<file path="config.mk">
export PLATFORM = sky130hd
export DESIGN_NAME = ppu_top
export DESIGN_NICKNAME = d
export VERILOG_FILES = /design/src/common/ppu_reg_pkg.sv /design/src/common/ppu_timing_pkg.sv /design/src/cpu_port/ppu_cpu_port.sv /design/src/vram/ppu_vram_access.sv /design/src/vram/ppu_palette_ram.sv /design/src/logic/ppu_frame_timer.sv /design/src/logic/ppu_top.sv
export SDC_FILE = /design/constraint.sdc
export NUM_CORES = 1
export LEC_CHECK = 0
export BUFFER_PORTS_ARGS = -buffer_cell sky130_fd_sc_hd__clkbuf_2
export CAP_MARGIN = 20
export CORE_AREA = 4 4 201 203
export CTS_CLUSTER_DIAMETER = 80
export DETAILED_ROUTE_END_ITERATION = 12
export DIE_AREA = 0 0 205 207
export GPL_ROUTABILITY_DRIVEN = 0
export PLACE_DENSITY = 0.55
export SLEW_MARGIN = 10
export SYNTH_ARGS = -nofsm -noshare
export SYNTH_HDL_FRONTEND = slang
export SYNTH_SLANG_ARGS = --single-unit
</file>
<file path="constraint.sdc">
create_clock -name clkPPU -period 4.2 [get_ports clkPPU]
set_clock_uncertainty 0.2 [all_clocks]
set_input_delay 0.84 -clock clkPPU [delete_from_list [all_inputs] [get_ports clkPPU]]
set_output_delay 0.84 -clock clkPPU [all_outputs]
set_load 0.005 [all_outputs]
</file>
<file path="src/common/ppu_reg_pkg.sv">
`default_nettype none

package ppu_reg_pkg;

	// CPU-visible register map, offsets 0..7
	typedef enum logic [2:0] {
		REG_CTRL,
		REG_MASK,
		REG_STATUS,
		REG_OAM_ADDR,
		REG_OAM_DATA,
		REG_SCROLL,
		REG_ADDR,
		REG_DATA
	} ppu_reg_e;

	typedef enum logic {
		OP_READ,
		OP_WRITE
	} cpu_op_e;

	typedef struct packed {
		cpu_op_e op;
		ppu_reg_e reg_id;
		logic [7:0] wdata;
	} cpu_req_t;

	// Register of the read being answered
	typedef struct packed {
		ppu_reg_e reg_id;
		logic [7:0] rdata;
	} cpu_rsp_t;

	typedef struct packed {
		logic nmi_en;
		logic ms;
		logic sp_size;
		logic bg_addr;
		logic sp_addr;
		logic vram_inc;
		logic [1:0] nt_addr;
	} ppu_ctrl_t;

	typedef struct packed {
		logic [2:0] emph;
		logic sp_en;
		logic bg_en;
		logic sp_left;
		logic bg_left;
		logic gray;
	} ppu_mask_t;

	// Request queue depth, also the sender's initial credits
	localparam int CPU_CREDITS = 2;
	localparam int CPU_QPTR_W = $clog2(CPU_CREDITS);

	localparam logic [7:0] PAL_PAGE = 8'h3F;
	localparam int VRAM_AW = 14;

endpackage

`default_nettype wire

</file>
<file path="src/common/ppu_timing_pkg.sv">
`default_nettype none

package ppu_timing_pkg;

	// 341 dots per line, 262 lines per frame
	localparam int LINE_DOTS = 341;
	localparam int VIS_DOTS = 256;
	localparam int VIS_LINES = 240;
	localparam int VBLANK_LINE = 241;
	localparam int FRAME_LINES = 262;
	localparam int VBLANK_DOT = 1;

	typedef struct packed {
		logic [8:0] x;
		logic [8:0] y;
		logic [5:0] color;
		logic valid;
	} pixel_t;

	// One-cycle pulse when the CPU reads the status register
	typedef logic status_rd_t;

endpackage

`default_nettype wire

</file>
<file path="src/cpu_port/ppu_cpu_port.sv">
`default_nettype none

module ppu_cpu_port import ppu_reg_pkg::*; (
	input logic clkPPU,
	input logic sys,
	input logic cpu_req_valid,
	input cpu_req_t cpu_req,
	output logic cpu_credit,
	output logic cmd_valid,
	output cpu_req_t cmd,
	input logic cmd_take,
	input logic exec_rsp_valid,
	input cpu_rsp_t exec_rsp,
	output logic rsp_valid,
	output cpu_rsp_t rsp
);

	cpu_req_t queue [CPU_CREDITS];
	logic [CPU_QPTR_W-1:0] wr_ptr, rd_ptr;
	logic [CPU_QPTR_W:0] count;
	logic push, pop;

	// Sender only drives valid while holding a credit
	assign push = cpu_req_valid;
	assign pop = cmd_take && cmd_valid;

	assign cmd_valid = count != '0;
	assign cmd = queue[rd_ptr];

	always_ff @(posedge clkPPU)
		if (push)
			queue[wr_ptr] <= cpu_req;

	always_ff @(posedge clkPPU, negedge sys) begin
		if (!sys) begin
			wr_ptr <= '0;
			rd_ptr <= '0;
			count <= '0;
			cpu_credit <= 1'b0;
		end else begin
			if (push)
				wr_ptr <= wr_ptr + 1'b1;
			if (pop)
				rd_ptr <= rd_ptr + 1'b1;
			case ({push, pop})
				2'b10: count <= count + 1'b1;
				2'b01: count <= count - 1'b1;
				default: count <= count;
			endcase
			// Credit goes back once the entry has left
			cpu_credit <= pop;
		end
	end

	// Responses registered out, no back-pressure
	always_ff @(posedge clkPPU, negedge sys)
		if (!sys)
			rsp_valid <= 1'b0;
		else
			rsp_valid <= exec_rsp_valid;

	always_ff @(posedge clkPPU)
		if (exec_rsp_valid)
			rsp <= exec_rsp;

	a_credit_overrun: assert property (@(posedge clkPPU) disable iff (!sys)
		!(cpu_req_valid && count == (CPU_QPTR_W+1)'(CPU_CREDITS)))
		else $error("request with queue full, credit violation");

endmodule

`default_nettype wire

</file>
<file path="src/vram/ppu_vram_access.sv">
`default_nettype none

module ppu_vram_access import ppu_reg_pkg::*, ppu_timing_pkg::*; (
	input logic clkPPU,
	input logic sys,
	input logic cmd_valid,
	input cpu_req_t cmd,
	output logic cmd_take,
	output logic exec_rsp_valid,
	output cpu_rsp_t exec_rsp,
	output logic [13:0] ppu_addr,
	output logic [7:0] ppu_wdata,
	input logic [7:0] ppu_rdata,
	output logic ppu_we,
	output logic [4:0] pal_addr,
	output logic [5:0] pal_wdata,
	output logic pal_we,
	input logic [5:0] pal_rdata,
	output status_rd_t status_rd,
	input logic vblank,
	output ppu_ctrl_t ctrl,
	output ppu_mask_t mask
);

	typedef enum logic [1:0] {
		IDLE,
		EXEC,
		MEM_WAIT,
		RESPOND
	} state_e;

	state_e state;
	logic is_wr, is_rd, data_acc, pal_hit, toggle;
	logic [VRAM_AW-1:0] vaddr, vaddr_step;
	logic [7:0] vaddr_hi, latch_hi, rbuf, rd_value;
	logic [15:0] addr_full;
	cpu_rsp_t rsp_q;

	assign is_wr = cmd.op == OP_WRITE;
	assign is_rd = cmd.op == OP_READ;
	assign data_acc = state == EXEC && cmd.reg_id == REG_DATA;

	assign vaddr_hi = {2'b00, vaddr[13:8]};
	assign pal_hit = vaddr_hi == PAL_PAGE;
	assign vaddr_step = vaddr + (ctrl.vram_inc ? VRAM_AW'(32) : VRAM_AW'(1));
	assign addr_full = {latch_hi, cmd.wdata};

	assign cmd_take = state == EXEC;
	assign status_rd = state == EXEC && is_rd && cmd.reg_id == REG_STATUS;

	// Memory samples the address at the take edge
	assign ppu_addr = vaddr;
	assign ppu_wdata = cmd.wdata;
	assign ppu_we = data_acc && is_wr && !pal_hit;

	assign pal_addr = vaddr[4:0];
	assign pal_wdata = cmd.wdata[5:0];
	assign pal_we = data_acc && is_wr && pal_hit;

	assign exec_rsp_valid = state == RESPOND;
	assign exec_rsp = rsp_q;

	always_comb begin
		case (cmd.reg_id)
			REG_STATUS: rd_value = {vblank, 7'b0};
			REG_DATA: rd_value = pal_hit ? {2'b00, pal_rdata} : rbuf;
			default: rd_value = 8'h00;
		endcase
	end

	always_ff @(posedge clkPPU)
		if (state == EXEC && is_rd) begin
			rsp_q.reg_id <= cmd.reg_id;
			rsp_q.rdata <= rd_value;
		end

	always_ff @(posedge clkPPU, negedge sys) begin
		if (!sys) begin
			state <= IDLE;
			ctrl <= '0;
			mask <= '0;
			toggle <= 1'b0;
			latch_hi <= 8'h00;
			vaddr <= '0;
			rbuf <= 8'h00;
		end else begin
			case (state)
				IDLE:
					if (cmd_valid)
						state <= EXEC;
				EXEC: begin
					if (is_wr) begin
						case (cmd.reg_id)
							REG_CTRL: ctrl <= ppu_ctrl_t'(cmd.wdata);
							REG_MASK: mask <= ppu_mask_t'(cmd.wdata);
							REG_SCROLL, REG_ADDR: begin
								toggle <= !toggle;
								// First write of a pair holds the high byte
								if (!toggle)
									latch_hi <= cmd.wdata;
								else if (cmd.reg_id == REG_ADDR)
									vaddr <= addr_full[VRAM_AW-1:0];
							end
							REG_DATA: vaddr <= vaddr_step;
							default: ;
						endcase
						state <= IDLE;
					end else begin
						if (cmd.reg_id == REG_STATUS)
							toggle <= 1'b0;
						if (cmd.reg_id == REG_DATA)
							vaddr <= vaddr_step;
						// Buffer refill needs the memory's read cycle
						if (cmd.reg_id == REG_DATA && !pal_hit)
							state <= MEM_WAIT;
						else
							state <= RESPOND;
					end
				end
				MEM_WAIT: begin
					rbuf <= ppu_rdata;
					state <= RESPOND;
				end
				RESPOND: state <= IDLE;
				default: state <= IDLE;
			endcase
		end
	end

	// Queue head must hold still until the FSM takes it
	a_cmd_hold: assert property (@(posedge clkPPU) disable iff (!sys)
		state == IDLE && cmd_valid |=> cmd_valid && $stable(cmd))
		else $error("command changed before it was taken");

endmodule

`default_nettype wire

</file>
<file path="src/vram/ppu_palette_ram.sv">
`default_nettype none

module ppu_palette_ram (
	input logic clkPPU,
	input logic sys,
	input logic [4:0] pal_addr,
	input logic [5:0] pal_wdata,
	input logic pal_we,
	output logic [5:0] pal_rdata,
	output logic [5:0] backdrop
);

	logic [5:0] entries [32];
	logic [4:0] addr_fold;

	// Sprite entries 10/14/18/1C share storage with 00/04/08/0C
	assign addr_fold = (pal_addr[4] && pal_addr[1:0] == 2'b00) ?
		{1'b0, pal_addr[3:0]} : pal_addr;

	always_ff @(posedge clkPPU, negedge sys) begin
		if (!sys) begin
			for (int i = 0; i < 32; i++)
				entries[i] <= 6'h00;
		end else if (pal_we) begin
			entries[addr_fold] <= pal_wdata;
		end
	end

	assign pal_rdata = entries[addr_fold];
	assign backdrop = entries[0];

endmodule

`default_nettype wire

</file>
<file path="src/logic/ppu_frame_timer.sv">
`default_nettype none

module ppu_frame_timer import ppu_reg_pkg::*, ppu_timing_pkg::*; (
	input logic clkPPU,
	input logic sys,
	input status_rd_t status_rd,
	input ppu_ctrl_t ctrl,
	input ppu_mask_t mask,
	input logic [5:0] backdrop,
	output logic vblank,
	output logic nmi,
	output pixel_t out_pixel
);

	logic [8:0] x, y;
	logic line_end, vb_set, vb_clr, vblank_next, visible;
	logic [5:0] color;

	assign line_end = x == 9'(LINE_DOTS - 1);
	assign vb_set = x == 9'(VBLANK_DOT) && y == 9'(VBLANK_LINE);
	assign vb_clr = (x == 9'(VBLANK_DOT) && y == 9'(FRAME_LINES - 1)) || status_rd;

	// Set wins over a same-cycle clear
	assign vblank_next = vb_set || (vblank && !vb_clr);

	assign visible = x < 9'(VIS_DOTS) && y < 9'(VIS_LINES);
	assign color = mask.gray ? (backdrop & 6'h30) : backdrop;

	always_ff @(posedge clkPPU, negedge sys) begin
		if (!sys) begin
			x <= 9'd0;
			y <= 9'(FRAME_LINES - 1);
		end else if (line_end) begin
			x <= 9'd0;
			if (y == 9'(FRAME_LINES - 1))
				y <= 9'd0;
			else
				y <= y + 9'd1;
		end else begin
			x <= x + 9'd1;
		end
	end

	always_ff @(posedge clkPPU, negedge sys) begin
		if (!sys) begin
			vblank <= 1'b0;
			nmi <= 1'b0;
		end else begin
			vblank <= vblank_next;
			nmi <= vblank_next && ctrl.nmi_en;
		end
	end

	// Pixel lags the counters by one cycle
	always_ff @(posedge clkPPU, negedge sys) begin
		if (!sys) begin
			out_pixel <= '0;
		end else begin
			out_pixel.x <= x;
			out_pixel.y <= y;
			out_pixel.color <= color;
			out_pixel.valid <= visible;
		end
	end

	a_dot_range: assert property (@(posedge clkPPU) disable iff (!sys)
		x < 9'(LINE_DOTS))
		else $error("dot counter ran past the line");

endmodule

`default_nettype wire

</file>
<file path="src/logic/ppu_top.sv">
`default_nettype none

module ppu_top import ppu_reg_pkg::*, ppu_timing_pkg::*; (
	input logic clkPPU,
	input logic sys,
	input logic cpu_req_valid,
	input cpu_req_t cpu_req,
	output logic cpu_credit,
	output logic rsp_valid,
	output cpu_rsp_t rsp,
	output logic [13:0] ppu_addr,
	output logic [7:0] ppu_wdata,
	input logic [7:0] ppu_rdata,
	output logic ppu_we,
	output logic nmi,
	output pixel_t out_pixel
);

	logic cmd_valid, cmd_take, exec_rsp_valid;
	cpu_req_t cmd;
	cpu_rsp_t exec_rsp;

	logic [4:0] pal_addr;
	logic [5:0] pal_wdata, pal_rdata, backdrop;
	logic pal_we;

	status_rd_t status_rd;
	logic vblank;
	ppu_ctrl_t ctrl;
	ppu_mask_t mask;

	ppu_cpu_port i_cpu_port (
		.clkPPU, .sys,
		.cpu_req_valid, .cpu_req, .cpu_credit,
		.cmd_valid, .cmd, .cmd_take,
		.exec_rsp_valid, .exec_rsp,
		.rsp_valid, .rsp
	);

	ppu_vram_access i_vram_access (
		.clkPPU, .sys,
		.cmd_valid, .cmd, .cmd_take,
		.exec_rsp_valid, .exec_rsp,
		.ppu_addr, .ppu_wdata, .ppu_rdata, .ppu_we,
		.pal_addr, .pal_wdata, .pal_we, .pal_rdata,
		.status_rd, .vblank, .ctrl, .mask
	);

	ppu_palette_ram i_palette_ram (
		.clkPPU, .sys,
		.pal_addr, .pal_wdata, .pal_we, .pal_rdata,
		.backdrop
	);

	ppu_frame_timer i_frame_timer (
		.clkPPU, .sys,
		.status_rd, .ctrl, .mask, .backdrop,
		.vblank, .nmi, .out_pixel
	);

endmodule

`default_nettype wire

</file>
; ---- Word-level counts from Yosys, hierarchy flattened
; Memories as Yosys holds them, arrays and structs flattened.
; Cells that the tools add are included.
[word_totals]
register_bits = 299
ramBits = 24
wordCells = 153
mem_count = 1
[mem_list]
columns = memory, words, word_bits, rd, rd_clocked_by_memory_dff, wr, line
row1 = i_cpu_port.queue, 2, 12, 1, 0, 1, ppu_cpu_port.sv:18  ; cpu_req_t queue [CPU_CREDITS];
[op_classes]
addsub = 7
order_cmp = 4
eq_ne = 19
n_mux = 28
n_bitwise = 3
n_reduce_logical = 34
[op_table]
columns = operator, count
row1 = bitwise mux 192 bit, 1
row2 = 2-to-1 mux 14 bit, 4
row3 = binary-select mux 6 bit (select 5 bit), 1
row4 = demux 6 bit (select 5 bit), 1
row5 = case mux 14 bit (2 select lines), 1
row6 = 2-to-1 mux 6 bit, 4
row7 = "adder 9 x 1 -> 9 bit, second input constant", 2
row8 = "equality test 9 bit, second input constant", 2
row9 = 2-to-1 mux 9 bit, 2
row10 = case mux 8 bit (2 select lines), 1
row11 = logical AND 1 bit, 15
row12 = adder 14 bit, 1
row13 = nonzero test 2 bit, 5
row14 = "equality test 3 bit, second input constant", 3
row15 = "equality test 9 x 1 -> 1 bit, second input constant", 1
row16 = "equality test 9 x 8 -> 1 bit, second input constant", 1
row17 = "less-than comparator 9 x 8 -> 1 bit, second input constant", 1
row18 = "less-than comparator 9 bit, second input constant", 1
row19 = AND reduction 3 bit, 3
row20 = 2-to-1 mux 8 bit, 1
row21 = case mux 2 bit (4 select lines), 1
row22 = "equality test 2 bit, second input constant", 3
row23 = "equality test 6 bit, second input constant", 1
row24 = ">= comparator 6 bit, second input constant", 1
row25 = other kinds (23), 38

; ---- Depth between registers and ports, before layout
; Gate-level depths: netlist of the first run.
[logic_depth]
ltp_word = 9
mapped_depth = 8

; ---- Modules after synthesis
; From an unflattened synthesis of the first run, not the netlist that was laid out.
[hier_totals]
hier_cells = 994
area_unflattened_um2 = 14134.8
[by_module_without_submodules]
columns = module, n_inst, cells_each, area_per_inst_um2
row1 = ppu_palette_ram, 1, 540, 8057.7
row2 = ppu_vram_access, 1, 262, 2946.6
row3 = ppu_frame_timer, 1, 126, 1695.4
row4 = ppu_cpu_port, 1, 66, 1435.1

; ---- Least setup slack after synthesis of the first run
; Ideal clock, no wire load.
[synth_path]
path_kind = flip-flop to output port
start = reg i_cpu_port.rd_ptr
end = out ppu_wdata[2]
arrival_ps = 1364
path_slack_ps = 1796
stages_incl_launch_ff = 6
path_buffers = 4
cell_sequence = dfrtp_1 -> buf_6 -> buf_2 -> mux2_2 -> clkbuf_1 -> buf_4
[synth_rtl]
columns = element, line
row1 = from (decl), ppu_cpu_port.sv:19  ; logic [CPU_QPTR_W-1:0] wr_ptr, rd_ptr;
row2 = from (signal assigned), ppu_cpu_port.sv:44  ; rd_ptr <= rd_ptr + 1'b1;
row3 = to (decl), ppu_top.sv:12  ; output logic [7:0] ppu_wdata,

; ---- Final worst setup path of the first run
[layout_path]
start = reg i_cpu_port.rd_ptr
end = out ppu_we
[layout_between]
elab_chain_len = 5
[layout_lines]
columns = element, line
row1 = memory read (2 x 12 bit) *, -
row2 = equality test 3 bit, ppu_vram_access.sv:41  ; assign data_acc = state == EXEC && cmd.reg_id == REG_DATA;
row3 = logical AND 1 bit, ppu_vram_access.sv:41
row4 = logical AND 1 bit * (2 in a row), ppu_vram_access.sv:54  ; assign ppu_we = data_acc && is_wr && !pal_hit;
row5 = to (decl), ppu_top.sv:14  ; output logic ppu_we,
; Mark *: on every way between the ends. The rest lies on a longest branch, timed or not.

==> results.ini, run 1 <==
[layout]
final_cells=1595
drive_above_1_share=0.3853
layout.nets=1082
area_growth_pct=15.46
mostFrequentLayoutCells=dfrtp_1 (248), mux2_2 (213), clkbuf_2 (83), nand2_1 (65), edfxtp_1 (46)
mostFrequentLayoutCell=dfrtp_1
n_antenna_cell=0

[place]
dp_cells=1531
pre_cts_ws_ns=1.026
io_buffers=84
hpwl_um=21610

[clock_tree]
cts_hold_buf=0
cts_buffers=35
clock-sinks=299
worstSkewPairLatency_ns=0.53
cts-htree-levels=2
cts_tree=done
post-cts-setup-buffers=0
root_buffer=clkbuf_16
path_clk_slew_ns=0.06
cts_resized=0
cts.path.max_buffers=3

[floorplan]
start_util=0.3465
num_io_pins=85
rows=72
dieArea_mm2=0.04244
die_h_um=207
core_mm2=0.03847
die_w_um=205

[power_and_ir_drop]
p_per_area_mw_per_mm2=562.2
vdd_ir_drop_max_mv=0.2854
power.total_mw=8.652
leakagePower_nw=7.039

[setup_path]
slowest_delay_ns=0.82
path_max_fanout=18
worstSetupEndpointType=primary output
cp_common_cell=nand2_1
crit_chain=nand4_1 -> nand2_1 -> nand2_1 -> nor2_1 -> clkbuf_2
crit_type=reg -> out
cp_slowest_cell=dfrtp_1
start_kind=register
worstPathRequired_ns=3.16
crit_arrival_ns=2.61

[grt]
grt_use_met3=0.02674
grt_max_degree=96
met2_usage=0.2463
grtUsageMet1=0.2249
antenna_found_initial=0
overflow=0
grt_pass1_wl_um=52150
top_usage_layer=met2
grt_usage=0.1556
grt_pass1_vias=8543

[routing]
viasPerCell=5.203
vias=8299
drt_first_iter_violations=449
wl_per_cell_um=20.48
remaining_drc_errors=0
dr.pass1.iters=5
ant_nets=0
wl_um=32670

[flow_run]
drv_cap=0

[logic_synthesis]
ys_seq_area_frac=0.5788
synthArstFlopShare=0.8462
synth_top_cell_by_area=dfrtp_1
syn_area_mm2=0.01333
ys_dominant_reg_cell=dfrtp_1
ys_seq_elements=299
ys_warn_count=0
synthCells=976
syn_avg_cell_area_um2=13.66
synth-edff-count=46
synth_top_area_frac=0.4693
syn-num-nets=1008
synth_cell_types=71
ys_top_cells_by_area=dfrtp_1 (47%), mux2_2 (18%), edfxtp_1 (10%), mux4_2 (4.1%), nand2_1 (1.8%)

[sta]
max_freq_mhz=274.1
finalHoldViolations=0
setup_viol=0
rsz0062_at_grt=no
setup_slack_ns=0.5518
drv_slew=0
period_minus_slack_ns=3.648
fin_crit_sh=0.8686
finalSetupTns_ns=0
timing.slew.headroom=0.3134
tightest_slew_ns=1.026

[hold_path]
hold_path.class=in -> async

[run_status]
status=finished clean

==> cell type report <==
class / count / area, µm²
fillers: 3639 / 23080
flip-flops and latches: 299 / 7719
multi-input cells: 599 / 5261
clock buffers: 48 / 987.2
well taps: 518 / 648.1
repair buffers: 103 / 585.6
clock inverters: 16 / 145.1
inverters: 12 / 45.04
==> metal layers <==
layer  part of all wire  vias to the layer above
met5                  0                        -
met4              0.018                        0
met3              0.045                       48
met2               0.47                      178
met1               0.46                     4327
li1                   -                     3746
==> state kept, by name, summed over array words and instances (netlist names), 9 cells and up, named ones only <==
name	cells
i_vram_access.exec_rsp	11
i_cpu_port.queue	24
i_frame_timer.out_pixel	25
i_frame_timer.x	9
i_palette_ram.entries	162
i_cpu_port.rsp	11
i_vram_access.ppu_addr	14
i_frame_timer.y	9
==> final timing paths <==
| path | from | to | slack [ns] | depth (start not counted) |
|---|---|---|---|---|
| setup reg to reg | i_vram_access.ppu_addr[1]$_DFFE_PN0P_ | i_vram_access.exec_rsp[0]$_SDFFCE_PN0N_ | 1.02 | 6 |
| min in group clkPPU | i_vram_access.exec_rsp[9]$_DFFE_PN_ | i_cpu_port.rsp[9]$_DFFE_PP_ | 0.22 | 0 |
| hold reg to reg | i_vram_access.exec_rsp[9]$_DFFE_PN_ | i_cpu_port.rsp[9]$_DFFE_PP_ | 0.22 | 0 |
| hold / removal | sys | i_frame_timer.out_pixel[11]$_DFF_PN0_ | 0.14 | 1 |
| setup / recovery | i_cpu_port.rd_ptr$_DFFE_PN0N_ | ppu_we | 0.55 | 5 |
| max in group asynchronous | sys | i_palette_ram.entries[30]$_DFFE_PN0P_ | 2.69 | 2 |
==> Yosys cell counts, types with 10 or more instances <==
| master | count |
|---|---|
| clkbuf_1 | 38 |
| nor3_1 | 17 |
| dfrtp_1 | 250 |
| nand3_1 | 24 |
| a221oi_1 | 14 |
| mux2i_1 | 14 |
| and3_1 | 10 |
| nor2_1 | 23 |
| a21oi_1 | 20 |
| buf_2 | 13 |
| nor2b_1 | 10 |
| buf_4 | 11 |
| nand2_1 | 65 |
| mux4_2 | 24 |
| mux2_2 | 213 |
| edfxtp_1 | 46 |
| o21ai_0 | 35 |
| inv_1 | 11 |
==> worst max-delay path, delay by kind of cell (launching register included) <==
family | cells | cell delay [ns]
simple gates | 4 | 1.11
flops | 1 | 0.82
buf+inv | 1 | 0.15
==> cell families after synthesis <==
kind of cell | count (synthesis) | synth area share
mux | 252 | 0.2320
buf+inv | 78 | 0.02684
xor+xnor | 15 | 0.009856
flops | 299 | 0.5788
compound gates | 119 | 0.06092
fa+ha+maj | 9 | 0.008448
simple gates | 204 | 0.08307
==> power breakdown <==
part | total (mW) | internal, mW | leakage (nW) | switching, mW
clock network | 2.98 | 1.78 | 0.568 | 1.20
registers | 3.65 | 3.27 | 3.85 | 0.378
logic | 2.02 | 0.723 | 2.62 | 1.29
total | 8.65 | 5.78 | 7.04 | 2.87
==> stage by stage <==
step	cell area, µm²	util	hold slack [ns]
finish	15390	0.4001	0.1396
detailed placement	14260	0.3707	0.2027
global route	15390	0.4001	0.1926
global placement	14250	0.3705	0.2023
floorplan	13330	-	0.1645
CTS	15390	0.4001	0.1651
Power figures use the tool's default switching activity.
==> inputs of run 2 (changes only) <==
--- a/config.mk
+++ b/config.mk
@@ -12,6 +12,7 @@
 export DETAILED_ROUTE_END_ITERATION = 12
 export DIE_AREA = 0 0 205 207
 export GPL_ROUTABILITY_DRIVEN = 0
+export GPL_TIMING_DRIVEN = 0
 export PLACE_DENSITY = 0.55
 export SLEW_MARGIN = 10
 export SYNTH_ARGS = -nofsm -noshare
==> results.ini, run 2 (synthesis results as in run 1) <==
[clock_tree]
worstSkewPairLatency_ns=0.54
cts_tree=done
cts_buffers=35
root_buffer=clkbuf_16
cts_resized=0
path_clk_slew_ns=0.06
clock-sinks=299
cts-htree-levels=2
cts.path.max_buffers=3

[grt]
antenna_found_initial=0
grt_pass1_vias=8798
overflow=0
grt_usage=0.1657
grt_pass1_wl_um=54600
grt_max_degree=85

[setup_path]
worstPathRequired_ns=3.16
crit_arrival_ns=2.62
cp.depth=6
worstSetupEndpointType=primary output
start_kind=register
critPathLaunch=i_cpu_port.rd_ptr$_DFFE_PN0N_
r2r_start=i_vram_access.ppu_addr[2]$_DFFE_PN0P_
crit_chain=buf_6 -> buf_2 -> mux2_2 -> clkbuf_1 -> buf_4 -> clkbuf_2
slowest_delay_ns=0.66
crit_family=buffers and inverters
r2r_cells=8
cp_slowest_cell=clkbuf_1
path_buf_inv=5
path_max_fanout=10
crit_type=reg -> out

[sta]
fin_crit_sh=0.8709
period_minus_slack_ns=3.658
finalHoldViolations=0
tightest_slew_ns=1.025
timing.slew.headroom=0.3139
drv_slew=0
setup_viol=0
max_freq_mhz=273.4
rsz0062_at_grt=no

[layout]
post-route-util=0.4077
area_growth_pct=17.64
mostFrequentLayoutCells=dfrtp_1 (250), mux2_2 (213), clkbuf_2 (83), nand2_1 (65), edfxtp_1 (46)
largest_reg_flops=162
n_antenna_cell=0
regMostFlops=i_palette_ram.entries
final_area_mm2=0.01568
layout.nets=1133
mostFrequentLayoutCell=dfrtp_1
drive_above_1_share=0.3748
reg_top3=i_palette_ram.entries (162), i_frame_timer.out_pixel (25), i_cpu_port.queue (24)

[floorplan]
dieArea_mm2=0.04244
num_io_pins=85
die_h_um=207
die_w_um=205
rows=72
start_util=0.3465
core_mm2=0.03847

[hold_path]
hold-path-cell-count=0
min_from=i_vram_access.exec_rsp[6]$_SDFFCE_PN0N_
hold_path.class=reg -> reg

[place]
placed_area_mm2=0.01449
hpwl_um=24930
io_buffers=84

[routing]
met3WireLength_um=1467
remaining_drc_errors=0
wl_per_cell_um=21.59
top_layer=met4
drt_first_iter_violations=609
dr.pass1.iters=4
wl_met2_um=16470
viasPerCell=5.205
vias=8557
ant_nets=0
met1_length_um=16620
wl_um=35500

[run_status]
status=finished clean

[power_and_ir_drop]
leakagePower_nw=7.156
vdd_ir_drop_max_mv=0.2537
p_per_area_mw_per_mm2=573.8

[flow_run]
drv_cap=0

run 2: cell count changes in the layout (fill, tap and decap cells not counted), moves of 2 or more:
cell        change
clkbuf_1       +35
buf_4           -7
buf_2          +13
clkinvlp_4      +2
clkinv_2        -7
dfrtp_1         +2
buf_1           +3
buf_16          +3
dfrtp_2         -2
clkbuf_8        +6
run 2: repair_timing:
action | CTS | global route
hold buffers | 1 | 0
buffers inserted | 0 | 0
hold endpoints to repair | 22 | 0
run 2: final timing paths:
check | to | slack [ns]
min in group asynchronous | i_frame_timer.out_pixel[13]$_DFF_PN0_ | 0.55
hold reg to reg | i_cpu_port.rsp[6]$_DFFE_PP_ | 0.22
max in group asynchronous | i_palette_ram.entries[124]$_DFFE_PN0P_ | 2.21
hold / removal | i_cpu_port.rsp[6]$_DFFE_PP_ | 0.22
setup / recovery | ppu_wdata[1] | 0.54
setup reg to reg | i_vram_access.exec_rsp[0]$_SDFFCE_PN0N_ | 0.68
run 2: metal layers:
layer,GRT usage,up-vias
li1,-,3862
met1,0.2416,4423
met2,0.2591,212
met3,0.02315,60
met4,0.04782,0
met5,0,-
run 2: layout make-up:
cell class / count / area [µm²]
Buffer: 66 / 312.8
Clock buffer: 49 / 1020
Clock inverter: 13 / 161.4
Fill cell: 3635 / 22790
Inverter: 12 / 45.04
Multi-Input combinational cell: 599 / 5256
Sequential cell: 299 / 7716
Tap cell: 518 / 648.1
Timing Repair Buffer: 88 / 521.8
run 2: power breakdown:
group          internal (mW)  leakage (nW)  total [mW]  switching, mW
registers               3.28          3.85        3.51          0.231
clock network           1.84         0.577        3.07           1.23
logic                  0.805          2.73        2.42           1.62
total                   5.92          7.16        9.00           3.08
run 2: through the flow:
stage / hold WS [ns] / setup WS [ns] / TNS, ns / power (mW) / instances
2_1_floorplan: 0.1645 / 1.796 / 0 / 4.951 / 976
3_3_place_gp: 0.2024 / -3.371 / -837.96 / 5.945 / 1578
3_5_place_dp: 0.1962 / 0.8225 / 0 / 5.978 / 1581
4_1_cts: 0.2166 / 0.4794 / 0 / 9.084 / 1644
5_1_grt: 0.2254 / 0.4176 / 0 / 9.395 / 1644
6_report: 0.2150 / 0.5421 / 0 / 8.998 / 1644
